`src/idt_config.svh`:
```
`ifndef IDT_CONFIG_SVH
`define IDT_CONFIG_SVH

//////////////////////////////////////////////////
// Interrupt vectors
//////////////////////////////////////////////////
`define VEC_PROT    8'd13       // General protection
`define VEC_PF      8'd14       // Page fault
`define VEC_INT     8'd15       // External interrupt

//////////////////////////////////////////////////
// Stack and data memory
//////////////////////////////////////////////////
`define ESP_RESET   32'h0000_0F00
`define MEM_WORDS   4096
`define MEM_AW      12          // Word address bits

//////////////////////////////////////////////////
// Packet opcodes
//////////////////////////////////////////////////
`define OPC_PUSH    8'h68       // PUSH imm32
`define OPC_POP     8'h58
`define OPC_NOP     8'h90
`define OPC_JMPF    8'hEA       // JMP ptr16:32
`define OPC_MOV     16'h8B15    // MOV EDX, [disp32]

`endif
```
`src/irq_pkg.sv`:
```
`include "idt_config.svh"

package irq_pkg;

    typedef enum logic [1:0] {
        IE_PROT = 2'd0,
        IE_PF   = 2'd1,
        IE_INT  = 2'd2
    } ie_kind_e;

    // Interrupted context as seen at writeback
    typedef struct packed {
        ie_kind_e    kind;
        logic [15:0] cs;
        logic [31:0] eip;
        logic [18:0] eflags;
    } ie_req_t;

    // Pops 0 and 1 land in the same temp slots as the descriptor loads
    typedef enum logic [1:0] {
        SLOT_TEMP_L = 2'd0,
        SLOT_TEMP_H = 2'd1,
        SLOT_POP_EF = 2'd2
    } wb_slot_e;

    //////////////////////////////////////////////////
    // Packet word, first byte at the top
    //////////////////////////////////////////////////
    typedef struct packed {
        logic [7:0]  opc;
        logic [31:0] imm;           // Little-endian
        logic [87:0] pad;
    } pkt_imm_t;

    typedef struct packed {
        logic [15:0] opc;
        logic [31:0] disp;          // Little-endian
        logic [79:0] pad;
    } pkt_mem_t;

    typedef struct packed {
        logic [7:0]  opc;
        logic [31:0] off;
        logic [15:0] sel;
        logic [71:0] pad;
    } pkt_far_t;

    typedef union packed {
        pkt_imm_t imm;
        pkt_mem_t mem;
        pkt_far_t far;
    } pkt_u;

    typedef struct packed {
        logic              write;
        logic [`MEM_AW-1:0] addr;
        logic [31:0]       wdata;
    } mem_req_t;

    typedef struct packed {
        logic [15:0] cs;
        logic [31:0] eip;
        logic [18:0] eflags;
        logic [31:0] esp;
    } ctx_t;

    typedef struct packed {
        logic [31:0] data;
        wb_slot_e    slot;
    } wb_t;

    function automatic logic [31:0] bswap32(input logic [31:0] w);
        return {w[7:0], w[15:8], w[23:16], w[31:24]};
    endfunction

    function automatic logic [15:0] bswap16(input logic [15:0] w);
        return {w[7:0], w[15:8]};
    endfunction

endpackage

```
`src/ie_sequencer.sv`:
```
`timescale 1ns/1ps
`include "idt_config.svh"

module ie_sequencer (
    input  logic                clk,
    input  logic                arst_n,
    input  logic                ie_valid,
    output logic                ie_ready,
    input  irq_pkg::ie_req_t    ie_req,
    input  logic                iret_valid,
    output logic                iret_ready,
    input  logic [31:0]         idt_base,
    output logic                pkt_valid,
    input  logic                pkt_ready,
    output irq_pkg::pkt_u       pkt,
    output irq_pkg::wb_slot_e   pkt_slot,
    input  logic                wb_valid,
    input  irq_pkg::wb_t        wb,
    output logic                busy
);
    import irq_pkg::*;

    // One-hot state indices
    localparam int S_IDLE     = 0;
    localparam int S_PUSH_EF  = 1;
    localparam int S_PUSH_CS  = 2;
    localparam int S_PUSH_EIP = 3;
    localparam int S_MOV_LO   = 4;
    localparam int S_MOV_HI   = 5;
    localparam int S_WAIT     = 6;  // Shared by entry and return
    localparam int S_JMP_IE   = 7;
    localparam int S_IDLE_MID = 8;
    localparam int S_POP_EIP  = 9;
    localparam int S_POP_CS   = 10;
    localparam int S_POP_EF   = 11;
    localparam int S_JMP_RET  = 12;
    localparam logic [12:0] ST_ONE = 13'd1;

    logic [12:0] state_q;
    logic [12:0] state_nx;
    logic        adv;
    logic        wb_hi;
    logic        wb_ef;
    logic [7:0]  vec;
    logic [31:0] desc_addr;
    logic [15:0] cs_q;
    logic [31:0] eip_q;
    logic [18:0] eflags_q;
    logic [31:0] desc_lo_q;
    logic [31:0] desc_hi_q;
    logic [31:0] temp_l_q;
    logic [31:0] temp_h_q;

    assign ie_ready   = state_q[S_IDLE];
    assign iret_ready = state_q[S_IDLE_MID];
    assign busy       = ~(state_q[S_IDLE] | state_q[S_IDLE_MID]);
    assign pkt_valid  = ~(state_q[S_IDLE] | state_q[S_IDLE_MID] | state_q[S_WAIT]);
    assign adv        = pkt_valid & pkt_ready;
    assign wb_hi      = wb_valid && wb.slot == SLOT_TEMP_H;
    assign wb_ef      = wb_valid && wb.slot == SLOT_POP_EF;

    //////////////////////////////////////////////////
    // Descriptor address and context capture
    //////////////////////////////////////////////////
    always_comb begin
        unique case (ie_req.kind)
            IE_PROT: vec = `VEC_PROT;
            IE_PF:   vec = `VEC_PF;
            default: vec = `VEC_INT;
        endcase
    end

    assign desc_addr = idt_base + {21'd0, vec, 3'b000};    // 8-byte gates

    always_ff @(posedge clk) begin
        if (ie_valid && ie_ready) begin
            cs_q      <= ie_req.cs;
            eip_q     <= ie_req.eip;
            eflags_q  <= ie_req.eflags;
            desc_lo_q <= desc_addr;
            desc_hi_q <= desc_addr + 32'd4;
        end
        if (wb_valid && wb.slot == SLOT_TEMP_L) temp_l_q <= wb.data;
        if (wb_hi) temp_h_q <= wb.data;
    end

    //////////////////////////////////////////////////
    // State machine
    //////////////////////////////////////////////////
    always_comb begin
        state_nx = state_q;
        if (ie_valid && ie_ready) begin
            state_nx = ST_ONE << S_PUSH_EF;
        end else if (iret_valid && iret_ready) begin
            state_nx = ST_ONE << S_POP_EIP;
        end else if (state_q[S_WAIT] && wb_hi) begin
            state_nx = ST_ONE << S_JMP_IE;     // Gate high word is in
        end else if (state_q[S_WAIT] && wb_ef) begin
            state_nx = ST_ONE << S_JMP_RET;
        end else if (adv) begin
            if (state_q[S_JMP_IE])
                state_nx = ST_ONE << S_IDLE_MID;
            else if (state_q[S_JMP_RET])
                state_nx = ST_ONE << S_IDLE;
            else if (state_q[S_POP_EF])
                state_nx = ST_ONE << S_WAIT;
            else
                state_nx = state_q << 1;        // Straight packet chain
        end
    end

    always_ff @(posedge clk or negedge arst_n) begin
        if (!arst_n) begin
            state_q <= ST_ONE << S_IDLE;
        end else begin
            state_q <= state_nx;
        end
    end

    //////////////////////////////////////////////////
    // Packet generation
    //////////////////////////////////////////////////
    always_comb begin
        pkt         = '0;
        pkt.imm.opc = `OPC_NOP;
        pkt_slot    = SLOT_TEMP_L;
        if (state_q[S_PUSH_EF] || state_q[S_PUSH_CS] || state_q[S_PUSH_EIP]) begin
            pkt.imm.opc = `OPC_PUSH;
            if (state_q[S_PUSH_EF]) begin
                pkt.imm.imm = bswap32({13'd0, eflags_q});
                pkt_slot    = SLOT_POP_EF;     // Executor takes live flags
            end else if (state_q[S_PUSH_CS]) begin
                pkt.imm.imm = bswap32({16'd0, cs_q});
            end else begin
                pkt.imm.imm = bswap32(eip_q);
            end
        end else if (state_q[S_MOV_LO] || state_q[S_MOV_HI]) begin
            pkt.mem.opc  = `OPC_MOV;
            pkt.mem.disp = bswap32(state_q[S_MOV_LO] ? desc_lo_q : desc_hi_q);
            pkt_slot     = state_q[S_MOV_LO] ? SLOT_TEMP_L : SLOT_TEMP_H;
        end else if (state_q[S_POP_EIP] || state_q[S_POP_CS] || state_q[S_POP_EF]) begin
            pkt.imm.opc = `OPC_POP;
            if (state_q[S_POP_CS])
                pkt_slot = SLOT_TEMP_H;
            else if (state_q[S_POP_EF])
                pkt_slot = SLOT_POP_EF;
        end else if (state_q[S_JMP_IE]) begin
            pkt.far.opc = `OPC_JMPF;
            pkt.far.off = bswap32({temp_h_q[31:16], temp_l_q[15:0]});
            pkt.far.sel = bswap16(temp_l_q[31:16]);
        end else if (state_q[S_JMP_RET]) begin
            pkt.far.opc = `OPC_JMPF;
            pkt.far.off = bswap32(temp_l_q);   // Popped EIP
            pkt.far.sel = bswap16(temp_h_q[15:0]);
        end
    end

    a_state_onehot: assert property (@(posedge clk) disable iff (!arst_n)
        $onehot(state_q));

    a_pkt_hold: assert property (@(posedge clk) disable iff (!arst_n)
        pkt_valid && !pkt_ready |=> pkt_valid && $stable(pkt) && $stable(pkt_slot));

endmodule

```
`config.mk`:
```
export PLATFORM = sky130hd
export DESIGN_NAME = ie_sequencer
export DESIGN_NICKNAME = d
export VERILOG_FILES = /design/src/irq_pkg.sv /design/src/ie_sequencer.sv
export VERILOG_INCLUDE_DIRS = /design/src
export SDC_FILE = /design/constraint.sdc
export NUM_CORES = 1
export LEC_CHECK = 0
export BUFFER_PORTS_ARGS = -buffer_cell sky130_fd_sc_hd__buf_4
export CAP_MARGIN = 0
export CORE_MARGIN = 2
export CORE_UTILIZATION = 48
export DETAILED_ROUTE_END_ITERATION = 8
export PLACE_DENSITY = 0.74
export SLEW_MARGIN = 20
export SYNTH_ARGS = -nofsm -noshare
export SYNTH_HDL_FRONTEND = slang
export SYNTH_SLANG_ARGS = --single-unit
```
`constraint.sdc`:
```
create_clock -name clk -period 4.12 [get_ports clk]
set_input_delay 0.618 -clock clk [delete_from_list [all_inputs] [get_ports clk]]
set_output_delay 0.618 -clock clk [all_outputs]
set_load 0.005 [all_outputs]
```
==> impl_metrics.prom <==
# TYPE chip_impl_metric gauge
chip_impl_metric{name="num-nets-final",unit=""} 1133
chip_impl_metric{name="diodes",unit=""} 0
chip_impl_metric{name="fp.coreArea",unit="µm²"} 20820
chip_impl_info{name="worst_setup_path_end_kind",value="output pin"} 1
chip_impl_metric{name="netlist_instances",unit=""} 796
chip_impl_info{name="cts_root_buf",value="clkbuf_16"} 1
chip_impl_metric{name="filler_cell_count",unit=""} 1674
chip_impl_info{name="synthFlopType",value="edfxtp_1"} 1
chip_impl_metric{name="fmax",unit="GHz"} 0.2763
chip_impl_metric{name="worst_setup_hold_path_clk_slew",unit="ps"} 60
chip_impl_metric{name="fp.dieH",unit="µm"} 149.1
chip_impl_metric{name="die_width",unit="µm"} 149.1
chip_impl_metric{name="synth-seq-area-share",unit="%"} 60.56
chip_impl_metric{name="synthArstFlopShare",unit="%"} 6.311
chip_impl_metric{name="post_cts.repair.setup_buffers",unit=""} 0
chip_impl_metric{name="grt_first_pass_wirelength",unit="mm"} 38.56
chip_impl_metric{name="io_pins",unit=""} 275
chip_impl_metric{name="first_global_vias",unit=""} 6684
chip_impl_metric{name="drt_wl_total",unit="mm"} 25.88
chip_impl_info{name="holdPathEnd",value="eflags_q[14]"} 1
chip_impl_metric{name="final-max-slew-violation-count",unit=""} 0
chip_impl_metric{name="post_detailed_route_drc_marker_count",unit=""} 7
chip_impl_metric{name="power-per-cell-area",unit="nW/µm²"} 369.4
chip_impl_metric{name="numClockSinks",unit=""} 206
chip_impl_metric{name="period_needed",unit="ps"} 3619
chip_impl_metric{name="antenna_found_initial",unit=""} 0
chip_impl_metric{name="drt.antenna.violating_nets",unit=""} 0
chip_impl_metric{name="min_delay_path_depth",unit=""} 1
chip_impl_metric{name="synthDistinctLibCells",unit=""} 75
chip_impl_metric{name="ir_worst_vdd",unit="mV"} 0.3000
chip_impl_info{name="run_status",value="finished with violations"} 1
chip_impl_metric{name="syn_area",unit="µm²"} 10110
chip_impl_metric{name="post_cts.resized_instances",unit=""} 0
chip_impl_metric{name="die_area",unit="µm²"} 22240
chip_impl_info{name="crit_path_start_kind",value="flip-flop"} 1
chip_impl_metric{name="numCtsBuffers",unit=""} 22
chip_impl_metric{name="slew_headroom",unit="%"} 34.44
chip_impl_metric{name="synth-seq-cells",unit=""} 206
chip_impl_metric{name="grt_max_degree",unit=""} 75
chip_impl_info{name="hold_path_class",value="in -> reg"} 1
chip_impl_info{name="critical_path.startpoint",value="state_q[11]"} 1
chip_impl_metric{name="setup-violations-final",unit=""} 0
chip_impl_metric{name="vias_per_cell",unit=""} 5.555
chip_impl_metric{name="synth_warnings",unit=""} 0
chip_impl_metric{name="reg2reg_setup_slack",unit="ps"} 1850
chip_impl_metric{name="finish.utilization",unit="%"} 58.90
chip_impl_metric{name="drtPass1Iterations",unit=""} 9
chip_impl_info{name="crit-reg2reg-capture",value="state_q[9]"} 1
chip_impl_metric{name="placementRows",unit=""} 53
chip_impl_metric{name="initial_core_util",unit="%"} 48.55
chip_impl_metric{name="worst-slew-pin-transition",unit="ps"} 983.4
chip_impl_metric{name="cp_data_arrival_time",unit="ps"} 3000
chip_impl_metric{name="portBuffers",unit=""} 201
chip_impl_metric{name="worst_skew_pair.late_latency",unit="ps"} 520
chip_impl_metric{name="place.gp.congestion",unit=""} 0.8499
chip_impl_metric{name="worst-endpoint-required",unit="ps"} 3500
chip_impl_metric{name="wl_per_cell",unit="µm"} 20.27
chip_impl_info{name="worst-setup-path-type",value="reg -> out"} 1
chip_impl_info{name="tritoncts",value="built"} 1
chip_impl_metric{name="path_max_fanout",unit=""} 18
chip_impl_metric{name="syn_area_per_cell",unit="µm²"} 12.70
chip_impl_info{name="rsz0062_at_grt",value="no"} 1
chip_impl_metric{name="detailroute.via_count",unit=""} 7094
chip_impl_metric{name="drt_iter0_drc",unit=""} 780
chip_impl_metric{name="synth_edf_count",unit=""} 193
chip_impl_metric{name="htreeDepth",unit=""} 1
chip_impl_metric{name="worstRegToRegCells",unit=""} 6
chip_impl_metric{name="max-clock-path-buffers",unit=""} 3
chip_impl_metric{name="fin_tns_setup",unit="ps"} 0
chip_impl_metric{name="groute.usage.overall",unit="%"} 22.81
chip_impl_info{name="min_from",value="ie_req[14]"} 1
chip_impl_metric{name="p_leak",unit="µW"} 0.004788
chip_impl_metric{name="grt_remaining_overflow",unit=""} 0
chip_impl_metric{name="maxcap_viol_count",unit=""} 0
chip_impl_metric{name="timing_hold_violations_final",unit=""} 0
chip_impl_metric{name="area_delta_synth_final",unit="%"} 21.33
chip_impl_info{name="regToRegStartpoint",value="state_q[0]"} 1
chip_impl_metric{name="dp.final_hpwl",unit="mm"} 18.74
chip_impl_info{name="failed_checks",value="DRC"} 1
chip_impl_metric{name="worst_case_clock_skew",unit="ps"} 26.98
chip_impl_metric{name="drive_gt1_share",unit="%"} 28.34
chip_impl_metric{name="share_of_the_cycle_needed_by_the_critical_path_after_routing",unit="%"} 87.85
-- through the flow --
step                instance area [µm²]  hold slack, ps  setup slack [ps]  cells  power [µW]
finish                            12260           269.9             500.8   1277        4530
detailed placement                11550           471.3             237.4   1238        2671
global route                      12260           260.6             390.0   1277        4659
floorplan                         10380           322.4             311.5    868        2564
global placement                  11550           471.6             345.3   1238        2665
CTS                               12260           263.5             550.7   1277        4549
-- cells by family (layout without fill, tap and decap cells) --
family,after synthesis,in the layout,share of synthesized area (%)
XOR/XNOR,53,53,4.741
AND/OR/NAND/NOR,224,224,11.88
AO/OA/AOI/OAI,161,161,12.67
adder cells (fa/ha/maj),4,4,0.5694
other,1,73,0.03710
flip-flops,206,206,60.56
multiplexers,8,8,0.7922
buffers and inverters,139,273,8.739
-- layout by cell type (no fill, tap or decap), types with 6 or more instances in the layout --
master / synthesis / routed
nor4_1: 9 / 9
nor2_1: 80 / 80
inv_1: 16 / 15
xor2_1: 13 / 13
a222oi_1: 23 / 23
nor3_1: 10 / 8
a22o_1: 24 / 24
a221oi_1: 6 / 6
buf_4: 74 / 218
nand4_1: 11 / 11
a211oi_1: 9 / 9
mux2i_1: 8 / 8
o21ai_0: 6 / 6
a22oi_1: 28 / 28
conb_1: 1 / 73
and3_1: 6 / 6
dfrtp_1: 12 / 12
a21oi_1: 31 / 31
or2_2: 6 / 6
nand2_1: 39 / 39
nand3_1: 15 / 15
xnor2_1: 38 / 38
edfxtp_1: 193 / 193
clkbuf_16: 0 / 22
a221o_1: 8 / 8
-- area by class of cell --
class	instances	area [µm²]	area share (%)
Inverter	16	63.81	0.5203
Multi-Input combinational cell	523	3393	27.67
Tap cell	275	344.1	2.806
Sequential cell	206	6122	49.92
Timing Repair Buffer	219	1647	13.43
Clock buffer	26	565.5	4.611
Clock inverter	12	128.9	1.051
-- critical path, cell delays in order, from the launching register on --
cell	delay, ps
dfrtp_1	430
or3_1	490
nor3_2	300
buf_4	320
nand2_1	360
o22ai_1	400
buf_4	180
-- worst max path at each step --
stage	to	slack [ps]	cells past startpoint
floorplan	state_q[7]	310	6
global placement	desc_hi_q[27]	350	12
detailed placement	desc_hi_q[25]	240	12
CTS	pkt[119]	550	6
global route	pkt[86]	390	6
finish	pkt[86]	500	6
-- flip-flops by register name, summed over array words and instances, names as in the netlist --
register and cells:
cs_q 16, desc_hi_q 30, desc_lo_q 32, eflags_q 19, eip_q 32, state_q 13
temp_h_q 32, temp_l_q 32
-- cells in the mapped netlist (3+ instances only) --
master / number / area (µm²)
a211oi_1: 9 / 67.56
a21oi_1: 31 / 155.2
a221o_1: 8 / 80.08
a221oi_1: 6 / 52.55
a222oi_1: 23 / 230.2
a22o_1: 24 / 210.2
a22oi_1: 28 / 210.2
and2_1: 4 / 25.02
and3_1: 6 / 37.54
and3b_1: 3 / 26.28
buf_1: 3 / 11.26
buf_4: 74 / 555.5
buf_6: 7 / 78.83
clkbuf_1: 35 / 131.4
clkbuf_8: 3 / 41.29
dfrtp_1: 12 / 300.3
edfxtp_1: 193 / 5796
ha_1: 3 / 37.54
inv_1: 16 / 60.06
mux2i_1: 8 / 80.08
nand2_1: 39 / 146.4
nand2b_1: 3 / 18.77
nand3_1: 15 / 75.07
nand3b_1: 3 / 22.52
nand4_1: 11 / 68.82
nor2_1: 80 / 300.3
nor2b_1: 7 / 43.79
nor3_1: 10 / 50.05
nor4_1: 9 / 56.30
o211ai_1: 3 / 22.52
o21ai_0: 6 / 30.03
o22ai_1: 5 / 31.28
or2_2: 6 / 37.54
or3_1: 4 / 25.02
xnor2_1: 38 / 332.8
xor2_1: 13 / 113.9
-- report_power, final --
part / leakage (µW) / internal, µW / total [µW] / switching (µW)
registers: 0.00192 / 2330 / 2340 / 10.9
logic: 0.00252 / 139 / 293 / 154
clock network: 0.000339 / 1110 / 1900 / 790
total: 0.00479 / 3580 / 4530 / 955
-- routing by layer --
metal | track usage (%) | share of wire [%] | up-vias
met5 | 0 | 0 | -
met4 | 7.619 | 2.5 | 0
met3 | 2.385 | 7.1 | 50
met2 | 37.47 | 50 | 373
met1 | 32.03 | 41 | 3407
li1 | - | - | 3264
-- what timing repair did --
| item | in CTS | in global routing |
|---|---|---|
| hold buffers | 1 | 0 |
| endpoints found under the setup margin | 0 | 0 |
| hold endpoints to repair | 12 | 0 |
Note: power is estimated with default switching activity, not from simulation.
