**src/idt_config.svh**
```systemverilog
`ifndef IDT_CONFIG_SVH
`define IDT_CONFIG_SVH

//////////////////////////////////////////////////
// Interrupt vectors
//////////////////////////////////////////////////
`define VEC_PROT    8'd13       // General protection
`define VEC_PF      8'd14       // Page fault
`define VEC_INT     8'd15       // External interrupt

//////////////////////////////////////////////////
// Stack and data memory
//////////////////////////////////////////////////
`define ESP_RESET   32'h0000_0F00
`define MEM_WORDS   4096
`define MEM_AW      12          // Word address bits

//////////////////////////////////////////////////
// Packet opcodes
//////////////////////////////////////////////////
`define OPC_PUSH    8'h68       // PUSH imm32
`define OPC_POP     8'h58
`define OPC_NOP     8'h90
`define OPC_JMPF    8'hEA       // JMP ptr16:32
`define OPC_MOV     16'h8B15    // MOV EDX, [disp32]

`endif
```
**src/irq_pkg.sv**
```systemverilog
`include "idt_config.svh"

package irq_pkg;

    typedef enum logic [1:0] {
        IE_PROT = 2'd0,
        IE_PF   = 2'd1,
        IE_INT  = 2'd2
    } ie_kind_e;

    // Interrupted context as seen at writeback
    typedef struct packed {
        ie_kind_e    kind;
        logic [15:0] cs;
        logic [31:0] eip;
        logic [18:0] eflags;
    } ie_req_t;

    // Pops 0 and 1 land in the same temp slots as the descriptor loads
    typedef enum logic [1:0] {
        SLOT_TEMP_L = 2'd0,
        SLOT_TEMP_H = 2'd1,
        SLOT_POP_EF = 2'd2
    } wb_slot_e;

    //////////////////////////////////////////////////
    // Packet word, first byte at the top
    //////////////////////////////////////////////////
    typedef struct packed {
        logic [7:0]  opc;
        logic [31:0] imm;           // Little-endian
        logic [87:0] pad;
    } pkt_imm_t;

    typedef struct packed {
        logic [15:0] opc;
        logic [31:0] disp;          // Little-endian
        logic [79:0] pad;
    } pkt_mem_t;

    typedef struct packed {
        logic [7:0]  opc;
        logic [31:0] off;
        logic [15:0] sel;
        logic [71:0] pad;
    } pkt_far_t;

    typedef union packed {
        pkt_imm_t imm;
        pkt_mem_t mem;
        pkt_far_t far;
    } pkt_u;

    typedef struct packed {
        logic              write;
        logic [`MEM_AW-1:0] addr;
        logic [31:0]       wdata;
    } mem_req_t;

    typedef struct packed {
        logic [15:0] cs;
        logic [31:0] eip;
        logic [18:0] eflags;
        logic [31:0] esp;
    } ctx_t;

    typedef struct packed {
        logic [31:0] data;
        wb_slot_e    slot;
    } wb_t;

    function automatic logic [31:0] bswap32(input logic [31:0] w);
        return {w[7:0], w[15:8], w[23:16], w[31:24]};
    endfunction

    function automatic logic [15:0] bswap16(input logic [15:0] w);
        return {w[7:0], w[15:8]};
    endfunction

endpackage

```
**src/mem_arbiter.sv**
```systemverilog
`timescale 1ns/1ps

module mem_arbiter (
    input  logic                clk,
    input  logic                arst_n,
    input  logic                ex_valid,
    output logic                ex_ready,
    input  irq_pkg::mem_req_t   ex_req,
    output logic                ex_rvalid,
    output logic [31:0]         ex_rdata,
    input  logic                host_valid,
    output logic                host_ready,
    input  irq_pkg::mem_req_t   host_req,
    output logic                host_rvalid,
    output logic [31:0]         host_rdata,
    output logic                mem_en,
    output irq_pkg::mem_req_t   mem_req,
    input  logic [31:0]         mem_rdata
);
    logic ex_gnt;
    logic host_gnt;
    logic prio_host_q;      // Round-robin pointer
    logic rd_vld_q;
    logic rd_host_q;        // Owner of the read in flight

    assign ex_gnt   = ex_valid & (~host_valid | ~prio_host_q);
    assign host_gnt = host_valid & (~ex_valid | prio_host_q);

    assign ex_ready   = ex_gnt;
    assign host_ready = host_gnt;
    assign mem_en     = ex_gnt | host_gnt;
    assign mem_req    = ex_gnt ? ex_req : host_req;

    always_ff @(posedge clk or negedge arst_n) begin
        if (!arst_n) begin
            prio_host_q <= 1'b0;                // Executor first
            rd_vld_q    <= 1'b0;
            rd_host_q   <= 1'b0;
        end else begin
            if (ex_gnt)
                prio_host_q <= 1'b1;
            else if (host_gnt)
                prio_host_q <= 1'b0;
            rd_vld_q  <= mem_en & ~mem_req.write;
            rd_host_q <= host_gnt;
        end
    end

    // Steer the registered read data back to its requester
    assign ex_rvalid   = rd_vld_q & ~rd_host_q;
    assign host_rvalid = rd_vld_q & rd_host_q;
    assign ex_rdata    = ex_rvalid ? mem_rdata : 32'd0;
    assign host_rdata  = host_rvalid ? mem_rdata : 32'd0;

    a_grant_excl: assert property (@(posedge clk) disable iff (!arst_n)
        !(ex_ready && host_ready));

endmodule

```
**config.mk**
```make
export PLATFORM = sky130hd
export DESIGN_NAME = mem_arbiter
export DESIGN_NICKNAME = d
export VERILOG_FILES = /design/src/irq_pkg.sv /design/src/mem_arbiter.sv
export VERILOG_INCLUDE_DIRS = /design/src
export SDC_FILE = /design/constraint.sdc
export NUM_CORES = 1
export LEC_CHECK = 0
export BUFFER_PORTS_ARGS = -buffer_cell sky130_fd_sc_hd__buf_2
export CAP_MARGIN = 20
export CORE_AREA = 4 4 92 94
export DETAILED_ROUTE_END_ITERATION = 8
export DIE_AREA = 0 0 96 98
export PLACE_DENSITY = 0.56
export SYNTH_ARGS = -nofsm -noshare
export SYNTH_HDL_FRONTEND = slang
export SYNTH_SLANG_ARGS = --single-unit
```
**constraint.sdc**
```tcl
create_clock -name clk -period 1.7 [get_ports clk]
set_clock_uncertainty 0.1 [all_clocks]
set_input_delay 0.17 -clock clk [delete_from_list [all_inputs] [get_ports clk]]
set_output_delay 0.17 -clock clk [all_outputs]
set_load 0.1 [all_outputs]
```
==> flow_summary.yaml, run 1 <==
global_route:
  grt_total_ovfl: 0
  grt_max_degree: 46
  grt_antenna_before_repair: 0
  first_global_vias: 2500
  grt_first_pass_wirelength_microns: 12500
  global_route.usage.total: 0.170
placement:
  placedCellCount: 503
  place.port_buffers: 239
  dp.final_hpwl_microns: 6810
  detailed_place.area_sq_um: 3930
  gp_congestion: 0.846
cts:
  number_of_clock_sinks: 3
  cts.reportedPaths.clkPinSlew_ns: 0.03
  clock_tree_from_tritoncts: "yes"
  inserted_clock_buffers: 3
  clk_lat_worst_skew_ns: 0.22
  max-clock-path-buffers: 2
  h-tree-depth: 1
  clk_root_buffer_cell: "sky130_fd_sc_hd__clkbuf_8"
routing:
  routed_via_density: 4.29
  wl_met3_microns: 913
  met1Wirelength_microns: 2590
  totalWireLength_microns: 8750
  top_layer_used: "met4"
  avgRoutedWirePerCell_microns: 16.8
  route.antenna.remaining_nets: 0
  remaining_drc_errors: 0
  detail_route.iter0.violations: 53
  detailedRoute.firstPassIterationCount: 2
  routed_length_on_met2_microns: 4960
  route.vias.total: 2231
synthesis:
  synthAdderAreaFrac: 0
  avgSynthCellArea_sq_um: 7.70
  dominant_combinational_cell_family_by_area_after_synthesis: "multiplexers"
  synth_top_cells_by_area: "sky130_fd_sc_hd__mux2_4, sky130_fd_sc_hd__and3_1, sky130_fd_sc_hd__mux2_2"
  synth_cells: 171
  synth_mux_area_frac: 0.461
  netlist_area_sq_um: 1320
  postSynthRegisterBits: 3
  yosysUniqueCellTypes: 21
  synth-xor-area-share: 0
  area_share_of_and_or_nand_nor_cells_after_synthesis: 0.356
  synthDominantCellAreaShare: 0.308
  synth_seq_area_share: 0.0570
  compound_gate_portion_of_the_synthesized_area: 0.0200
  post-synth-top-area-cell: "sky130_fd_sc_hd__mux2_4"
  ys.warnings.count: 0
  synth_nets: 297
finish:
  nNetsFinal: 545
  stdcell_count: 520
  final_layout_size_suffix_gt1_frac: 0.902
  mostFrequentLayoutCells: "sky130_fd_sc_hd__buf_2, sky130_fd_sc_hd__buf_12, sky130_fd_sc_hd__mux2_4"
  area_delta_synth_final_pct: 254
  insertedDiodeCount: 0
  fin_util: 0.610
  layout.cell_area.non_filler_sq_um: 4670
  final_common_cell: "sky130_fd_sc_hd__buf_2"
floorplan:
  floorplan.core_area_sq_um: 7650
  die_area_sq_um: 9410
  num_rows: 32
  io_pins: 240
  die-height_microns: 98
  initial_utilization: 0.172
  floorplan.die.width_microns: 96
setup_path:
  worstSetupPathType: "flip-flop to output port"
  crit_path_end_kind: "output port"
  reg2reg_setup_slack_ns: 0.43
  critPathRequiredTime_ns: 1.43
  origin_of_the_worst_setup_path: "prio_host_q$_DFFE_PN0P_"
  regToRegStartpoint: "prio_host_q$_DFFE_PN0P_"
  critical_path.max_fanout: 8
  worst_r2r_dst: "rd_vld_q$_DFF_PN0_"
  worstSetupStartpointType: "flip-flop"
  crit_path_end: "mem_req[19]"
  arrival_ns: 1.69
  reg2reg_depth: 5
timing:
  grt_setup_unrepaired: "yes"
  period_utilisation_layout: 1.15
  tightest_pin_transition_ns: 0.505
  worst_slack_ns: -0.259
  hold_viol: 0
  setup_violations: 46
  clock.fmax_mhz: 511
  finalWorstPathRequiredPeriod_ns: 1.96
  worst_slew_margin_rel: 0.666
  report.final.slew_viol_count: 0
power_and_ir_drop:
  pwr_density_cell_nw_per_um2: 699
  clkPwrFrac: 0.066
  p_comb_frac: 0.904
  vdd.ir_drop.worst_v: 0.000453
  p_leak_nw: 2.33
  proportion_of_power_drawn_by_flip_flops_and_latches: 0.030
  power_switching_share: 0.590
  cell_internal_pwr_w: 0.00134
  p_switching_w: 0.00193
outcome:
  run_status: "finished, violations left"
  failed_checks: "setup timing"
run:
  drv.max_cap_violation_count: 0
min_path:
  worstHoldPathType: "input pin to asynchronous set/reset pin"
-- metrics by stage --
stage               TNS [ns]  total power, W  worst slack [ns]  hold slack, ns
floorplan              -5.60         0.00192            -0.203          -0.226
global placement      -0.295         0.00265           -0.0501          -0.126
detailed placement     -1.54         0.00267           -0.0960          -0.128
CTS                    -9.63         0.00326            -0.247           0.167
global route          -11.00         0.00335            -0.294           0.197
finish                 -9.37         0.00326            -0.259           0.182
-- what timing repair did --
item | in CTS | in global routing
buffers inserted | 8 | 2
resized for setup | 136 | 11
pin swaps | 1 | 1
endpoints found under the hold margin | 3 | 0
cloned | 4 | 0
hold buffers | 1 | 0
setup endpoints to repair | 65 | 91
-- worst min-delay path by stage --
stage | from | to | slack, ns | depth (start not counted)
3_5_place_dp | arst_n | prio_host_q$_DFFE_PN0P_ | -0.13 | 1
4_1_cts | ex_valid | prio_host_q$_DFFE_PN0P_ | 0.17 | 3
3_3_place_gp | arst_n | prio_host_q$_DFFE_PN0P_ | -0.13 | 1
2_1_floorplan | arst_n | prio_host_q$_DFFE_PN0P_ | -0.23 | 0
5_1_grt | arst_n | rd_vld_q$_DFF_PN0_ | 0.20 | 2
6_report | arst_n | rd_vld_q$_DFF_PN0_ | 0.18 | 2
-- power by group through the flow --
stage | clock network (W) | registers (W) | logic [W]
floorplan | 0 | 0.0000843 | 0.00184
global placement | 0 | 0.000103 | 0.00255
detailed placement | 0 | 0.000103 | 0.00257
CTS | 0.000215 | 0.0000964 | 0.00295
global route | 0.000226 | 0.0000986 | 0.00303
finish | 0.000215 | 0.0000964 | 0.00295
-- routing by layer --
| layer | vias to the layer above | GRT usage |
|---|---|---|
| met4 | 0 | 0.0624 |
| met3 | 21 | 0.0547 |
| met5 | - | 0 |
| li1 | 1071 | - |
| met2 | 150 | 0.332 |
| met1 | 989 | 0.157 |
-- Yosys cell counts --
cell,number
sky130_fd_sc_hd__buf_6,1
sky130_fd_sc_hd__mux2_4,27
sky130_fd_sc_hd__inv_1,3
sky130_fd_sc_hd__buf_8,1
sky130_fd_sc_hd__and3_1,32
sky130_fd_sc_hd__nor2b_1,1
sky130_fd_sc_hd__a32o_1,1
sky130_fd_sc_hd__mux2i_1,1
sky130_fd_sc_hd__or2_2,1
sky130_fd_sc_hd__nor2_1,29
sky130_fd_sc_hd__nand2_1,29
sky130_fd_sc_hd__o21ai_0,1
sky130_fd_sc_hd__clkbuf_1,12
sky130_fd_sc_hd__buf_2,2
sky130_fd_sc_hd__mux2_2,17
sky130_fd_sc_hd__buf_12,2
sky130_fd_sc_hd__dfrtp_1,3
sky130_fd_sc_hd__nand2b_1,1
sky130_fd_sc_hd__and2_1,5
sky130_fd_sc_hd__buf_4,1
sky130_fd_sc_hd__a21boi_2,1
-- critical path, cell delays in order, from the launching register on --
cell and delay, ns:
sky130_fd_sc_hd__dfrtp_1 0.40, sky130_fd_sc_hd__a21boi_4 0.18, sky130_fd_sc_hd__buf_12 0.14, sky130_fd_sc_hd__buf_12 0.11, sky130_fd_sc_hd__buf_16 0.13, sky130_fd_sc_hd__mux2_4 0.32
sky130_fd_sc_hd__buf_12 0.17
-- flip-flops by register name, summed over array words and instances (netlist names) --
signal	cells
prio_host_q	1
rd_host_q	1
rd_vld_q	1
-- final cells by class --
class,instances,area (sq um)
repair buffers,262,3120
fillers,616,2980
multi-input cells,146,1280
well taps,102,128
flip-flops and latches,3,77.6
clock buffers,4,45.0
inverters,3,11.3
-- cell families (layout without fill, tap and decap cells) --
| family | count (synthesis) | after routing |
|---|---|---|
| buffers and inverters | 22 | 269 |
| and+or+nand+nor | 98 | 98 |
| muxes | 45 | 45 |
| DFF | 3 | 3 |
| AOI/OAI and AO/OA | 3 | 3 |
(Power assumes the default switching activity.)
==> inputs of run 2 (changes only) <==
Settings changed: GPL_TIMING_DRIVEN set to 0, SKIP_CTS_REPAIR_TIMING set to 1.
==> flow_summary.yaml, run 2 (synthesis results as in run 1) <==
outcome:
  run_status: "finished, violations left"
  failed_checks: "setup timing"
placement:
  gp_congestion: 0.814
  dp_worst_setup_slack_ns: -0.316
  dp.final_hpwl_microns: 6350
  place.port_buffers: 239
timing:
  setup_violations: 46
  period_utilisation_layout: 1.11
  worst_slack_ns: -0.190
  report.final.slew_viol_count: 0
  tns_ns: -7.69
  fin_hold_ws_ns: 0.121
  hold_viol: 0
  clock.fmax_mhz: 529
  worst_slew_margin_rel: 0.667
  tightest_pin_transition_ns: 0.503
  finalWorstPathRequiredPeriod_ns: 1.89
  grt_setup_unrepaired: "yes"
floorplan:
  floorplan.die.width_microns: 96
  io_pins: 240
  initial_utilization: 0.172
  die_area_sq_um: 9410
  num_rows: 32
  die-height_microns: 98
  floorplan.core_area_sq_um: 7650
cts:
  clk_root_buffer_cell: "sky130_fd_sc_hd__clkbuf_8"
  number_of_clock_sinks: 3
  h-tree-depth: 1
  inserted_clock_buffers: 3
  clock_tree_from_tritoncts: "yes"
  max-clock-path-buffers: 2
  cts.reportedPaths.clkPinSlew_ns: 0.03
  clk_lat_worst_skew_ns: 0.21
finish:
  mostFrequentLayoutCells: "sky130_fd_sc_hd__buf_2, sky130_fd_sc_hd__buf_4, sky130_fd_sc_hd__buf_12"
  nNetsFinal: 546
  insertedDiodeCount: 0
  final_common_cell: "sky130_fd_sc_hd__buf_2"
  area_delta_synth_final_pct: 183
  final_layout_size_suffix_gt1_frac: 0.897
  fin_util: 0.487
  regs_by_ff_count: "prio_host_q (1), rd_host_q (1), rd_vld_q (1)"
  fillers: 702
global_route:
  grt_antenna_before_repair: 0
  grt_first_pass_wirelength_microns: 10000
  grt_total_ovfl: 0
  global_route.usage.total: 0.134
  grt_max_degree: 11
  first_global_vias: 2059
setup_path:
  critPathRequiredTime_ns: 1.43
  ordered_cell_list_for_the_critical_path: "a21boi_2 -> buf_6 -> buf_16 -> mux2_4 -> buf_12"
  cp_max_stage_cell: "sky130_fd_sc_hd__dfrtp_1"
  regToRegStartpoint: "prio_host_q$_DFFE_PN0P_"
  critical_path.top_delay_family: "buffers and inverters"
  critical-path-max-stage-delay_ns: 0.39
  arrival_ns: 1.62
  worstSetupStartpointType: "flip-flop"
  critical_path.max_fanout: 10
  origin_of_the_worst_setup_path: "prio_host_q$_DFFE_PN0P_"
  worstSetupPathType: "flip-flop to output port"
  cp_num_buf_inv: 3
  crit_path_end_kind: "output port"
power_and_ir_drop:
  proportion_of_power_drawn_by_flip_flops_and_latches: 0.029
  clkPwrFrac: 0.071
  pwr_density_cell_nw_per_um2: 780
  p_leak_nw: 2.07
  p_comb_frac: 0.899
  overall_power_w: 0.00290
  p_switching_w: 0.00184
  power_switching_share: 0.634
  vdd.ir_drop.worst_v: 0.000480
  cell_internal_pwr_w: 0.00106
routing:
  remaining_drc_errors: 0
  avgRoutedWirePerCell_microns: 14.6
  detailedRoute.firstPassIterationCount: 4
  totalWireLength_microns: 7630
  route.antenna.remaining_nets: 0
  route.vias.total: 2211
  routed_via_density: 4.24
  detail_route.iter0.violations: 20
min_path:
  hold_start: "host_valid"
  worstHoldPathType: "input pin to flip-flop"
run:
  drv.max_cap_violation_count: 0
[run 2: cell count changes in the layout (fill, tap and decap cells not counted)]
cell	delta
sky130_fd_sc_hd__a21boi_4	-1
sky130_fd_sc_hd__dfrtp_1	+2
sky130_fd_sc_hd__buf_12	-75
sky130_fd_sc_hd__mux2_2	+3
sky130_fd_sc_hd__buf_6	+16
sky130_fd_sc_hd__clkbuf_4	+7
sky130_fd_sc_hd__a21boi_2	+1
sky130_fd_sc_hd__dfrtp_2	-2
sky130_fd_sc_hd__buf_16	-1
sky130_fd_sc_hd__mux2_4	-3
sky130_fd_sc_hd__buf_4	+41
sky130_fd_sc_hd__buf_2	+7
sky130_fd_sc_hd__clkbuf_2	+6
[run 2: per-layer routing]
| layer | vias to the layer above | routed length [microns] | GRT usage |
|---|---|---|---|
| met2 | 137 | 4360 | 0.271 |
| met4 | 0 | 104 | 0.0295 |
| met3 | 10 | 793 | 0.0354 |
| met1 | 987 | 2370 | 0.128 |
| met5 | - | 0 | 0 |
| li1 | 1077 | - | - |
[run 2: final timing paths]
check | endpoint | slack [ns] | cells after the start
max | mem_req[42] | -0.19 | 5
min | prio_host_q$_DFFE_PN0P_ | 0.12 | 2
min in group asynchronous | rd_vld_q$_DFF_PN0_ | 0.19 | 2
max in group asynchronous | rd_host_q$_DFF_PN0_ | 1.19 | 2
max reg2reg | rd_vld_q$_DFF_PN0_ | 0.51 | 4
min reg2reg | prio_host_q$_DFFE_PN0P_ | 0.46 | 2
[run 2: power groups by stage]
stage / sequential, W / clock [W] / combinational (W)
6_report: 0.0000847 / 0.000207 / 0.00261
5_1_grt: 0.0000853 / 0.000220 / 0.00269
4_1_cts: 0.0000848 / 0.000214 / 0.00220
3_5_place_dp: 0.0000854 / 0 / 0.00220
3_3_place_gp: 0.0000851 / 0 / 0.00219
2_1_floorplan: 0.0000843 / 0 / 0.00184
[run 2: stage by stage]
stage / std cells / area (sq um)
global route: 521 / 3720
finish: 521 / 3720
CTS: 516 / 2850
detailed placement: 512 / 2810
global placement: 512 / 2810
floorplan: 171 / 1480
[run 2: layout make-up]
cell class | instances | area (sq um) | share of cell area
clock buffers | 4 | 45.0 | 0.0121
multi-input cells | 146 | 1260 | 0.340
plain buffers | 19 | 175 | 0.0471
flip-flops and latches | 3 | 75.1 | 0.0202
well taps | 102 | 128 | 0.0343
inverters | 3 | 11.3 | 0.00303
repair buffers | 244 | 2020 | 0.544
