===== src/idt_config.svh =====
`ifndef IDT_CONFIG_SVH
`define IDT_CONFIG_SVH

//////////////////////////////////////////////////
// Interrupt vectors
//////////////////////////////////////////////////
`define VEC_PROT    8'd13       // General protection
`define VEC_PF      8'd14       // Page fault
`define VEC_INT     8'd15       // External interrupt

//////////////////////////////////////////////////
// Stack and data memory
//////////////////////////////////////////////////
`define ESP_RESET   32'h0000_0F00
`define MEM_WORDS   4096
`define MEM_AW      12          // Word address bits

//////////////////////////////////////////////////
// Packet opcodes
//////////////////////////////////////////////////
`define OPC_PUSH    8'h68       // PUSH imm32
`define OPC_POP     8'h58
`define OPC_NOP     8'h90
`define OPC_JMPF    8'hEA       // JMP ptr16:32
`define OPC_MOV     16'h8B15    // MOV EDX, [disp32]

`endif

===== src/irq_pkg.sv =====
`include "idt_config.svh"

package irq_pkg;

    typedef enum logic [1:0] {
        IE_PROT = 2'd0,
        IE_PF   = 2'd1,
        IE_INT  = 2'd2
    } ie_kind_e;

    // Interrupted context as seen at writeback
    typedef struct packed {
        ie_kind_e    kind;
        logic [15:0] cs;
        logic [31:0] eip;
        logic [18:0] eflags;
    } ie_req_t;

    // Pops 0 and 1 land in the same temp slots as the descriptor loads
    typedef enum logic [1:0] {
        SLOT_TEMP_L = 2'd0,
        SLOT_TEMP_H = 2'd1,
        SLOT_POP_EF = 2'd2
    } wb_slot_e;

    //////////////////////////////////////////////////
    // Packet word, first byte at the top
    //////////////////////////////////////////////////
    typedef struct packed {
        logic [7:0]  opc;
        logic [31:0] imm;           // Little-endian
        logic [87:0] pad;
    } pkt_imm_t;

    typedef struct packed {
        logic [15:0] opc;
        logic [31:0] disp;          // Little-endian
        logic [79:0] pad;
    } pkt_mem_t;

    typedef struct packed {
        logic [7:0]  opc;
        logic [31:0] off;
        logic [15:0] sel;
        logic [71:0] pad;
    } pkt_far_t;

    typedef union packed {
        pkt_imm_t imm;
        pkt_mem_t mem;
        pkt_far_t far;
    } pkt_u;

    typedef struct packed {
        logic              write;
        logic [`MEM_AW-1:0] addr;
        logic [31:0]       wdata;
    } mem_req_t;

    typedef struct packed {
        logic [15:0] cs;
        logic [31:0] eip;
        logic [18:0] eflags;
        logic [31:0] esp;
    } ctx_t;

    typedef struct packed {
        logic [31:0] data;
        wb_slot_e    slot;
    } wb_t;

    function automatic logic [31:0] bswap32(input logic [31:0] w);
        return {w[7:0], w[15:8], w[23:16], w[31:24]};
    endfunction

    function automatic logic [15:0] bswap16(input logic [15:0] w);
        return {w[7:0], w[15:8]};
    endfunction

endpackage


===== src/pkt_executor.sv =====
`timescale 1ns/1ps
`include "idt_config.svh"

module pkt_executor (
    input  logic                clk,
    input  logic                arst_n,
    input  logic                pkt_valid,
    output logic                pkt_ready,
    input  irq_pkg::pkt_u       pkt,
    input  irq_pkg::wb_slot_e   pkt_slot,
    output logic                mem_valid,
    input  logic                mem_ready,
    output irq_pkg::mem_req_t   mem_req,
    input  logic                rvalid,
    input  logic [31:0]         rdata,
    output logic                wb_valid,
    output irq_pkg::wb_t        wb,
    output logic                ctx_valid,
    output irq_pkg::ctx_t       ctx
);
    import irq_pkg::*;

    logic        is_push;
    logic        is_pop;
    logic        is_mov;
    logic        is_jmp;
    logic        is_rd;
    logic        needs_mem;
    logic        accept;
    logic        rd_grant;
    logic [31:0] esp_dec;
    logic [31:0] byte_addr;
    logic [31:0] esp_q;
    logic [15:0] cs_q;
    logic [31:0] eip_q;
    logic [18:0] eflags_q;
    logic        rd_pend_q;
    logic        ctx_valid_q;
    wb_slot_e    slot_q;

    //////////////////////////////////////////////////
    // Decode
    //////////////////////////////////////////////////
    assign is_push   = pkt.imm.opc == `OPC_PUSH;
    assign is_pop    = pkt.imm.opc == `OPC_POP;
    assign is_mov    = pkt.mem.opc == `OPC_MOV;
    assign is_jmp    = pkt.far.opc == `OPC_JMPF;
    assign is_rd     = is_pop | is_mov;
    assign needs_mem = is_push | is_rd;     // NOP and unknown retire at once

    // Nothing moves while a load is still in flight
    assign mem_valid = pkt_valid & ~rd_pend_q & needs_mem;
    assign pkt_ready = ~rd_pend_q & (needs_mem ? mem_ready : 1'b1);
    assign accept    = pkt_valid & pkt_ready;
    assign rd_grant  = accept & is_rd;
    assign esp_dec   = esp_q - 32'd4;

    always_comb begin
        if (is_push)
            byte_addr = esp_dec;               // Pre-decrement
        else if (is_pop)
            byte_addr = esp_q;
        else
            byte_addr = bswap32(pkt.mem.disp);
    end

    assign mem_req.write = is_push;
    assign mem_req.addr  = byte_addr[`MEM_AW+1:2];
    assign mem_req.wdata = bswap32(pkt.imm.imm);

    //////////////////////////////////////////////////
    // Architectural registers
    //////////////////////////////////////////////////
    always_ff @(posedge clk or negedge arst_n) begin
        if (!arst_n) begin
            esp_q       <= `ESP_RESET;
            cs_q        <= '0;
            eip_q       <= '0;
            eflags_q    <= '0;
            rd_pend_q   <= 1'b0;
            ctx_valid_q <= 1'b0;
        end else begin
            rd_pend_q   <= rd_grant;
            ctx_valid_q <= accept & is_jmp;
            if (accept && is_push)
                esp_q <= esp_dec;
            else if (accept && is_pop)
                esp_q <= esp_q + 32'd4;
            if (accept && is_jmp) begin
                cs_q  <= bswap16(pkt.far.sel);
                eip_q <= bswap32(pkt.far.off);
            end
            if (accept && is_push && pkt_slot == SLOT_POP_EF)
                eflags_q <= mem_req.wdata[18:0];  // Flags image at entry
            else if (rvalid && slot_q == SLOT_POP_EF)
                eflags_q <= rdata[18:0];
        end
    end

    always_ff @(posedge clk) begin
        if (rd_grant) slot_q <= pkt_slot;      // Target of the pending load
    end

    assign wb_valid   = rvalid;
    assign wb.data    = rdata;
    assign wb.slot    = slot_q;
    assign ctx_valid  = ctx_valid_q;
    assign ctx.cs     = cs_q;
    assign ctx.eip    = eip_q;
    assign ctx.eflags = eflags_q;
    assign ctx.esp    = esp_q;

    // Response arrives next cycle and no second load overlaps it
    a_one_read: assert property (@(posedge clk) disable iff (!arst_n)
        rd_grant |=> rvalid && !rd_grant);

endmodule


===== config.mk =====
export PLATFORM = sky130hd
export DESIGN_NAME = pkt_executor
export DESIGN_NICKNAME = d
export VERILOG_FILES = /design/src/irq_pkg.sv /design/src/pkt_executor.sv
export VERILOG_INCLUDE_DIRS = /design/src
export SDC_FILE = /design/constraint.sdc
export NUM_CORES = 1
export LEC_CHECK = 0
export ABC_CLOCK_PERIOD_IN_PS = 4500
export BUFFER_PORTS_ARGS = -buffer_cell sky130_fd_sc_hd__buf_4
export CAP_MARGIN = 20
export CORE_AREA = 5 5 133 135
export CTS_CLUSTER_SIZE = 20
export DETAILED_ROUTE_END_ITERATION = 10
export DIE_AREA = 0 0 138 140
export HOLD_SLACK_MARGIN = 0.1
export PLACE_DENSITY = 0.7
export SETUP_SLACK_MARGIN = 0.02
export SLEW_MARGIN = 20
export SYNTH_ARGS = -nofsm -noshare
export SYNTH_HDL_FRONTEND = slang
export SYNTH_SLANG_ARGS = --single-unit

===== constraint.sdc =====
create_clock -name clk -period 4.5 [get_ports clk]
set_clock_uncertainty 0.05 [all_clocks]
set_input_delay 0.9 -clock clk [delete_from_list [all_inputs] [get_ports clk]]
set_output_delay 0.9 -clock clk [all_outputs]
set_load 0.03 [all_outputs]

==> impl_metrics.json, run 1 <==
{
  "p_int_uw": 1590,
  "whs_path_depth": 1,
  "syn_inst": 613,
  "syn_area_per_cell_um2": 9.857,
  "grt_max_degree": 76,
  "slew_violations": 0,
  "worstRegToRegCells": 7,
  "postCtsSetupBuffers": 0,
  "clk_pin_slew_ns": 0.07,
  "setup_viol": 0,
  "slew_headroom_pct": 26.54,
  "leakagePower_uw": 0.004001,
  "initial_core_util_pct": 36.96,
  "fin_nets": 940,
  "drv_cap": 0,
  "cp_max_fo": 11,
  "cts_root_buf": "clkbuf_16",
  "synthToLayoutAreaGrowth_pct": 30.44,
  "io_buffers": 248,
  "hold_viol": 0,
  "detail-route-antenna-nets": 0,
  "p_clk_share_pct": 36.0,
  "slowest_stage": "or4b_1",
  "gr-usage-all-layers_pct": 19.09,
  "synth_ff_type": "dfrtp_1",
  "p_per_area_nw_per_um2": 286.6,
  "num_vias": 5215,
  "fillers": 1535,
  "hp-class": "reg2reg",
  "fmax_mhz": 249.3,
  "synth_area_um2": 6042,
  "fin_crit_sh_pct": 89.13,
  "cp_data_arrival_time_ns": 3.06,
  "dieArea_um2": 19320,
  "startpoint_type": "register",
  "sequentialPowerShare_pct": 43.0,
  "yosys-top-cells-area": "dfrtp_1 (39%), mux2_2 (8.9%), buf_4 (8.4%)",
  "drc": 0,
  "antenna_cells": 0,
  "die_h_um": 140,
  "cts_num_sinks": 101,
  "placed_area_um2": 7570,
  "avgRoutedWirePerCell_um": 18.89,
  "dp_cells": 980,
  "drt_wl_total_mm": 18.82,
  "p_sw_share_pct": 29.64,
  "dp_hpwl_mm": 14.40,
  "cp-end-kind": "output pin",
  "die_w_um": 138,
  "drtPass1Iterations": 5,
  "cts_hold_buf": 0,
  "max-vdd-ir-drop_mv": 0.2096,
  "async_flop_share_pct": 98.02,
  "cts_buffers": 9,
  "antenna_found_initial": 0,
  "synth_area_leader_cell": "dfrtp_1",
  "fin_area_um2": 7881,
  "power.net_switching_uw": 669.5,
  "mostFrequentLayoutCells": "buf_4 (258), dfrtp_1 (95), nor2_1 (52)",
  "cts_tree": "built",
  "crit_required_ns": 3.55,
  "status": "finished clean",
  "post_synth_num_cell_types": 61,
  "htreeDepth": 3,
  "vias_per_cell": 5.236,
  "first_iter_violations": 327,
  "final.setup.tns_ns": 0,
  "ios": 349,
  "synth_top_area_share_pct": 39.35,
  "stdcell_count": 996,
  "min_period_ns": 4.011,
  "core_area_um2": 16350,
  "grt_pass1_wl_mm": 29.46,
  "yosys_warnings": 0,
  "max_stage_delay_ns": 0.63,
  "cts_resized": 0,
  "yosysSeqAreaShare_pct": 42.08,
  "num_rows": 47,
  "path_cells": "inv_1, ha_1, or4b_1, nor4_1, xnor2_1, a21boi_0, buf_4",
  "overflow": 0,
  "synth_edf_count": 2,
  "final_common_cell": "buf_4",
  "combPwrFrac_pct": 20.9,
  "critical_path_class": "reg2out",
  "grt_pass1_vias": 5130,
  "rsz0062_at_grt": "false",
  "clk_path_buf_depth": 2,
  "ys_seq_elements": 101,
  "drive_above_1_share_pct": 44.07,
  "clk_latency_ns": 0.35,
  "place_congestion": 0.8326,
  "worst_pin_slew_ns": 1.092
}
sequential cells by signal, summed over array words and instances (netlist names):
register and cells:
rd_pend_q 1, cs_q 16, esp_q 30, ctx_valid 1
eip_q 32, eflags_q 19, slot_q 2
power groups by stage:
stage | Combinational, µW | Sequential [µW] | Clock (µW)
2_1_floorplan | 220 | 1070 | 0
3_5_place_dp | 478 | 990 | 0
5_1_grt | 505 | 977 | 872
3_3_place_gp | 475 | 987 | 0
4_1_cts | 479 | 972 | 835
6_report | 473 | 972 | 814
through the flow:
stage | hold WS, ns | setup WS, ns | util [%] | power [µW]
after floorplan | 0.5544 | 0.7740 | - | 1285
after global placement | 0.4096 | 0.7954 | 46.30 | 1462
after detailed placement | 0.4119 | 0.7968 | 46.30 | 1468
after CTS | 0.4352 | 0.4316 | 48.19 | 2286
after global routing | 0.4629 | 0.3026 | 48.21 | 2354
final | 0.4342 | 0.4893 | 48.21 | 2259
layer usage:
metal	track usage, %	wire length, µm	part of all wire [%]	vias up
met5	0	0	0	-
met2	31.22	9016	48	192
met4	6.240	357	1.9	0
met3	6.374	1492	7.9	24
li1	-	-	-	2460
met1	23.88	7952	42	2539
layout make-up:
class	instances	area [µm²]	share of cell area [%]
multi-input combinational	392	2778	35.24
timing repair buffer	259	1948	24.72
inverter	8	30.03	0.3810
clock inverter	6	68.82	0.8732
tap	220	275.3	3.493
clock buffer	10	239.0	3.032
sequential	101	2542	32.26
cells by family (layout without fill, tap and decap cells):
group / Yosys count / after routing / synth area share [%]
AND/OR/NAND/NOR: 184 / 184 / 16.50
flip-flops: 101 / 101 / 42.08
multiplexers: 67 / 67 / 12.09
AO/OA/AOI/OAI: 101 / 101 / 11.62
adder cells (fa/ha/maj): 2 / 2 / 0.4141
XOR/XNOR: 36 / 36 / 5.218
buffers and inverters: 121 / 283 / 12.01
other: 1 / 2 / 0.06207
worst max-delay path, delay by kind of cell (launching register included):
family          cells  cell delay [ns]
simple gates        2             1.11
flops               1             0.53
buf+inv             2             0.38
fa+ha+maj           1             0.29
compound gates      1             0.28
xor+xnor            1             0.11
path summary, 6_finish.rpt:
check | startpoint | endpoint | slack, ns
setup / recovery | esp_q[2]$_DFFE_PN0P_ | mem_req[42] | 0.49
hold / removal | esp_q[31]$_DFFE_PN0P_ | esp_q[31]$_DFFE_PN0P_ | 0.43
setup reg to reg | esp_q[2]$_DFFE_PN0P_ | esp_q[18]$_DFFE_PN0P_ | 1.83
hold reg to reg | esp_q[31]$_DFFE_PN0P_ | esp_q[31]$_DFFE_PN0P_ | 0.43
max in group asynchronous | arst_n | eip_q[24]$_DFFE_PN0P_ | 3.06
min in group asynchronous | arst_n | cs_q[11]$_DFFE_PN0P_ | 0.51
synth_stat cells, types with 4 or more instances:
cell / n
mux2i_1: 19
a31oi_1: 11
nand2_1: 21
o21ai_0: 15
a41oi_1: 4
o221a_2: 6
xnor2_1: 13
dfstp_2: 4
buf_1: 5
clkbuf_1: 32
and4_1: 5
o31ai_1: 6
nor2_1: 52
mux2_2: 48
a21oi_1: 30
dfrtp_1: 95
nand4_1: 19
buf_2: 7
o32ai_1: 5
nor4_1: 5
or3_1: 5
nor3_1: 18
nand3_1: 18
nor2b_1: 10
inv_1: 8
o22ai_1: 6
buf_4: 68
nand2b_1: 9
xor2_1: 23
No activity file was read; power rests on OpenSTA's default activity.
==> run 2, diff against run 1 <==
--- a/config.mk
+++ b/config.mk
@@ -16,2 +16,3 @@
 export HOLD_SLACK_MARGIN = 0.1
+export MAX_ROUTING_LAYER = met4
 export PLACE_DENSITY = 0.7
==> constraint.sdc (replaced) <==
create_clock -name clk -period 4.5 [get_ports clk]
set_clock_uncertainty 0.05 [all_clocks]
set_input_delay 0.45 -clock clk [delete_from_list [all_inputs] [get_ports clk]]
set_output_delay 0.45 -clock clk [all_outputs]
set_load 0.03 [all_outputs]
==> run 2 against run 1 <==
  * Non-clock buffer count fell by 5
  * Critical path type unchanged
  * Power fell by 2.4%
  * Routed wire length fell by 0.79%
==> impl_metrics.json, run 2 (synthesis gave the netlist of run 1 again) <==
{
  "grt_max_degree": 61,
  "power.net_switching_uw": 673.4,
  "drv_cap": 0,
  "p_sw_share_pct": 30.56,
  "p_int_uw": 1530,
  "mostFrequentLayoutCells": "buf_4 (254), dfrtp_1 (95), nor2_1 (52)",
  "top_register": "eip_q",
  "drive_above_1_share_pct": 43.71,
  "worstRegToRegCells": 7,
  "vias_per_cell": 5.220,
  "rrSetupSlack_ns": 1.86,
  "cts_root_buf": "clkbuf_16",
  "grt_pass1_wl_mm": 29.20,
  "rsz0062_at_grt": "false",
  "clk_pin_slew_ns": 0.07,
  "cp_data_arrival_time_ns": 3.08,
  "worst_pin_slew_ns": 1.087,
  "fmax_mhz": 279.3,
  "hold_viol": 0,
  "status": "finished clean",
  "synthToLayoutAreaGrowth_pct": 29.36,
  "cp-end-kind": "output pin",
  "stdcell_count": 991,
  "r2r_end": "esp_q[16]$_DFFE_PN0P_",
  "startpoint_type": "register",
  "top_regs": "eip_q: 32 flops, esp_q: 30 flops, eflags_q: 19 flops",
  "antenna_found_initial": 0,
  "dp_hpwl_mm": 14.35,
  "initial_core_util_pct": 36.96,
  "final_common_cell": "buf_4",
  "cts_buffers": 9,
  "crit_required_ns": 4.00,
  "max-vdd-ir-drop_mv": 0.1734,
  "sequentialPowerShare_pct": 44.2,
  "die_h_um": 140,
  "postCtsSetupBuffers": 0,
  "drc": 0,
  "fin_total_pwr_uw": 2204,
  "drtPass1Iterations": 5,
  "timing.rr.start": "esp_q[2]$_DFFE_PN0P_",
  "critical_path_class": "reg2out",
  "clk_latency_ns": 0.35,
  "slew_headroom_pct": 26.90,
  "cp_max_fo": 11,
  "grt_pass1_vias": 4943,
  "avgRoutedWirePerCell_um": 18.84,
  "die_w_um": 138,
  "p_clk_share_pct": 34.5,
  "largest_reg_flops": 32,
  "antenna_cells": 0,
  "num_vias": 5173,
  "combPwrFrac_pct": 21.3,
  "gr-usage-all-layers_pct": 19.48,
  "slew_violations": 0,
  "placed_area_um2": 7532,
  "fin_nets": 935,
  "fin_area_um2": 7816,
  "io_buffers": 248,
  "htreeDepth": 3,
  "final.setup.tns_ns": 0,
  "clk_path_buf_depth": 2,
  "overflow": 0,
  "first_iter_violations": 433,
  "p_per_area_nw_per_um2": 281.9,
  "cts_num_sinks": 101,
  "dp_cells": 975,
  "drt_wl_total_mm": 18.67,
  "hp-class": "in2async",
  "min_period_ns": 3.581,
  "place_congestion": 0.8274,
  "fillers": 1550,
  "dieArea_um2": 19320,
  "fin_crit_sh_pct": 79.57,
  "cts_hold_buf": 0,
  "cts_tree": "built",
  "cts_resized": 0,
  "detail-route-antenna-nets": 0,
  "setup_viol": 0,
  "core_area_um2": 16350,
  "leakagePower_uw": 0.003957,
  "ios": 349,
  "num_rows": 47
}
run 2: cell types whose count changed in the layout (fill, tap and decap cells not counted):
| cell | delta |
|---|---|
| buf_4 | -4 |
| clkinvlp_4 | +2 |
| buf_6 | -1 |
| bufinv_16 | -1 |
| inv_6 | -1 |
run 2: final cells by class:
type	instances	area, µm²	area share (%)
clock inverters	6	45.04	0.5763
well taps	220	275.3	3.522
multi-input cells	392	2778	35.54
flip-flops and latches	101	2542	32.53
clock buffers	10	239.0	3.057
inverters	8	30.03	0.3842
repair buffers	254	1907	24.40
run 2: worst max path at each step:
| stage | start | endpoint | slack, ns | cells past startpoint |
|---|---|---|---|---|
| floorplan | esp_q[2]$_DFFE_PN0P_ | mem_req[42] | 1.22 | 8 |
| CTS | esp_q[2]$_DFFE_PN0P_ | mem_req[42] | 0.94 | 7 |
| finish | esp_q[2]$_DFFE_PN0P_ | mem_req[42] | 0.92 | 7 |
| global placement | esp_q[2]$_DFFE_PN0P_ | mem_req[42] | 1.32 | 7 |
| global route | esp_q[2]$_DFFE_PN0P_ | mem_req[42] | 0.77 | 7 |
| detailed placement | esp_q[2]$_DFFE_PN0P_ | mem_req[42] | 1.33 | 7 |
run 2: critical path: stages, from the launching register on:
cell	delay [ns]
dfrtp_1	0.51
inv_1	0.16
ha_1	0.28
or4b_1	0.61
nor4_1	0.47
xnor2_1	0.11
a21boi_0	0.34
buf_4	0.23
run 2: power groups by stage:
stage	Sequential [µW]	Clock, µW	Combinational [µW]
after global routing	979	821	500
after floorplan	1070	0	220
after detailed placement	992	0	475
after CTS	974	777	476
final	974	760	470
after global placement	989	0	472
run 2: routing by layer:
| metal | vias up | part of all wire, % | global-route usage, % |
|---|---|---|---|
| met5 | - | 0 | - |
| met4 | 0 | 1.4 | 4.888 |
| li1 | 2451 | - | - |
| met3 | 17 | 9.3 | 7.362 |
| met1 | 2507 | 42 | 23.79 |
| met2 | 198 | 48 | 30.68 |
run 2: stage by stage:
stage               setup WS [ns]  util [%]  hold slack, ns
CTS                        0.9436     47.81          0.1431
floorplan                   1.224         -          0.1044
finish                     0.9192     47.81          0.1061
global route               0.7737     47.81          0.1767
detailed placement          1.327     46.07          0.4106
global placement            1.319     46.07          0.4101
==> run 3, diff against run 2 <==
ABC_CLOCK_PERIOD_IN_PS = 3200   (was 4500)
CORE_AREA = default   (was 5 5 133 135)
CORE_ASPECT_RATIO = 0.9   (was default)
CORE_MARGIN = 5   (was default)
CORE_UTILIZATION = 40   (was default)
DIE_AREA = default   (was 0 0 138 140)
PLACE_DENSITY = 0.77   (was 0.7)
clock period = 3.2 ns   (was 4.5 ns; I/O delays follow)
==> run 3 against run 2 <==
  * Via count is 1.0% higher
  * Worst hold slack better by 0.037 ns
  * Routed wire length is 5.9% higher
  * Sequential cell count stayed put
  * Largest power group unchanged
==> impl_metrics.json, run 3 (synthesis gave the netlist of run 1 again) <==
{
  "status": "finished clean",
  "setup_viol": 0,
  "die_w_um": 139.6,
  "cts_tree": "built",
  "fin_crit_sh_pct": 94.55,
  "ios": 349,
  "top_regs": "eip_q: 32 flops, esp_q: 30 flops, eflags_q: 19 flops",
  "cp_max_fo": 6,
  "antenna_cells": 0,
  "finalCoreUtilization_pct": 53.88,
  "num_vias": 5226,
  "slowest_stage": "or4b_1",
  "clk_path_buf_depth": 2,
  "fin_total_pwr_uw": 3176,
  "min_period_ns": 3.026,
  "num_rows": 42,
  "cts_root_buf": "clkbuf_16",
  "htreeDepth": 3,
  "avgRoutedWirePerCell_um": 20.07,
  "max-vdd-ir-drop_mv": 0.2506,
  "use_met1_pct": 26.39,
  "final.setup.tns_ns": 0,
  "vias_per_cell": 5.306,
  "largest_reg_flops": 32,
  "die_h_um": 126.6,
  "rrSetupSlack_ns": 0.90,
  "clk_pin_slew_ns": 0.07,
  "drv_cap": 0,
  "initial_core_util_pct": 40.92,
  "path_cells": "inv_1, ha_1, or4b_1, nor2_2, xnor2_1, a31oi_1, o221a_2, buf_4",
  "hp-class": "in2reg",
  "top_register": "eip_q",
  "drt_wl_total_mm": 19.77,
  "use_met2_pct": 37.44,
  "leakagePower_uw": 0.004041,
  "drive_above_1_share_pct": 44.73,
  "grt_pass1_wl_mm": 29.33,
  "p_per_area_nw_per_um2": 399.2,
  "place_congestion": 0.8522,
  "clk_latency_ns": 0.36,
  "cts_num_sinks": 101,
  "fmax_mhz": 330.5,
  "fillers": 1330,
  "worst_pin_slew_ns": 0.7448,
  "multi_input_area_um2": 2789,
  "max_stage_delay_ns": 0.63,
  "stdcell_count": 985,
  "drtPass1Iterations": 5,
  "slew_violations": 0,
  "io_buffers": 248,
  "dieArea_um2": 17670,
  "antenna_found_initial": 0,
  "hold_viol": 0,
  "grt_pass1_vias": 4910,
  "gr-usage-all-layers_pct": 22.13,
  "critical_path_class": "reg2out",
  "fin_nets": 951,
  "synthToLayoutAreaGrowth_pct": 31.68,
  "cp_data_arrival_time_ns": 2.66,
  "startpoint_type": "register",
  "grt_max_degree": 53,
  "first_iter_violations": 487,
  "cts_buffers": 9,
  "drc": 0,
  "final_common_cell": "buf_4",
  "dp_hpwl_mm": 15.31,
  "crit_required_ns": 2.83,
  "top_usage_layer": "met2",
  "use_met3_pct": 5.495,
  "cp-end-kind": "output pin",
  "detail-route-antenna-nets": 0,
  "postCtsSetupBuffers": 0,
  "mostFrequentLayoutCells": "buf_4 (266), dfrtp_1 (95), nor2_1 (50)",
  "core_area_um2": 14770,
  "rsz0062_at_grt": "false",
  "seq_area_um2": 2542,
  "slew_headroom_pct": 49.89,
  "overflow": 0,
  "dp_cells": 966
}
==> run 3: critical path: cells and delay by family, from the launching register on <==
family	cells	cell delay (ns)
buf+inv	2	0.26
fa+ha+maj	1	0.25
xor+xnor	1	0.16
compound gates	2	0.36
flops	1	0.38
simple gates	2	0.88
==> run 3: where the power goes <==
part / internal (µW) / switching, µW / leakage [µW]
registers: 1330 / 28.8 / 0.00132
logic: 270 / 412 / 0.00258
clock network: 614 / 516 / 0.000140
==> run 3: routing by layer <==
layer	share of wire, %	routed length (µm)	vias up
met2	50	9930	211
met1	41	8033	2522
li1	-	-	2469
met3	6.8	1346	24
met5	0	0	-
met4	2.3	459	0
==> run 3: what timing repair did <==
item,in CTS,in global routing
endpoints found under the hold margin,49,0
resized for setup,0,3
endpoints found under the setup margin,0,3
hold buffers,3,0
==> run 3: cell type report <==
| type | count | area share, % |
|---|---|---|
| sequential | 101 | 31.95 |
| clock buffer | 10 | 2.878 |
| timing repair buffer | 270 | 25.73 |
| multi-input combinational | 392 | 35.05 |
| inverter | 8 | 0.3774 |
| tap | 198 | 3.114 |
| clock inverter | 6 | 0.8964 |
==> run 3: metrics by stage <==
stage | hold WS, ns | setup slack, ns | cell area, µm²
2_1_floorplan | -0.02559 | 0.05396 | 6046
3_3_place_gp | 0.3695 | 0.5056 | 7615
3_5_place_dp | 0.3656 | 0.5101 | 7615
4_1_cts | 0.1292 | 0.1178 | 7945
5_1_grt | 0.1349 | 0.03916 | 7956
6_report | 0.1430 | 0.1744 | 7956
==> run 3: worst paths after layout <==
| check | to | start | cells after the start |
|---|---|---|---|
| worst max-delay path | mem_req[40] | esp_q[2]$_DFFE_PN0P_ | 8 |
| max in group asynchronous | eip_q[21]$_DFFE_PN0P_ | arst_n | 3 |
| min in group asynchronous | cs_q[14]$_DFFE_PN0P_ | arst_n | 2 |
| worst max register to register | esp_q[16]$_DFFE_PN0P_ | esp_q[2]$_DFFE_PN0P_ | 7 |
| worst min register to register | esp_q[31]$_DFFE_PN0P_ | esp_q[31]$_DFFE_PN0P_ | 1 |
| worst min-delay path | cs_q[3]$_DFFE_PN0P_ | pkt[83] | 2 |
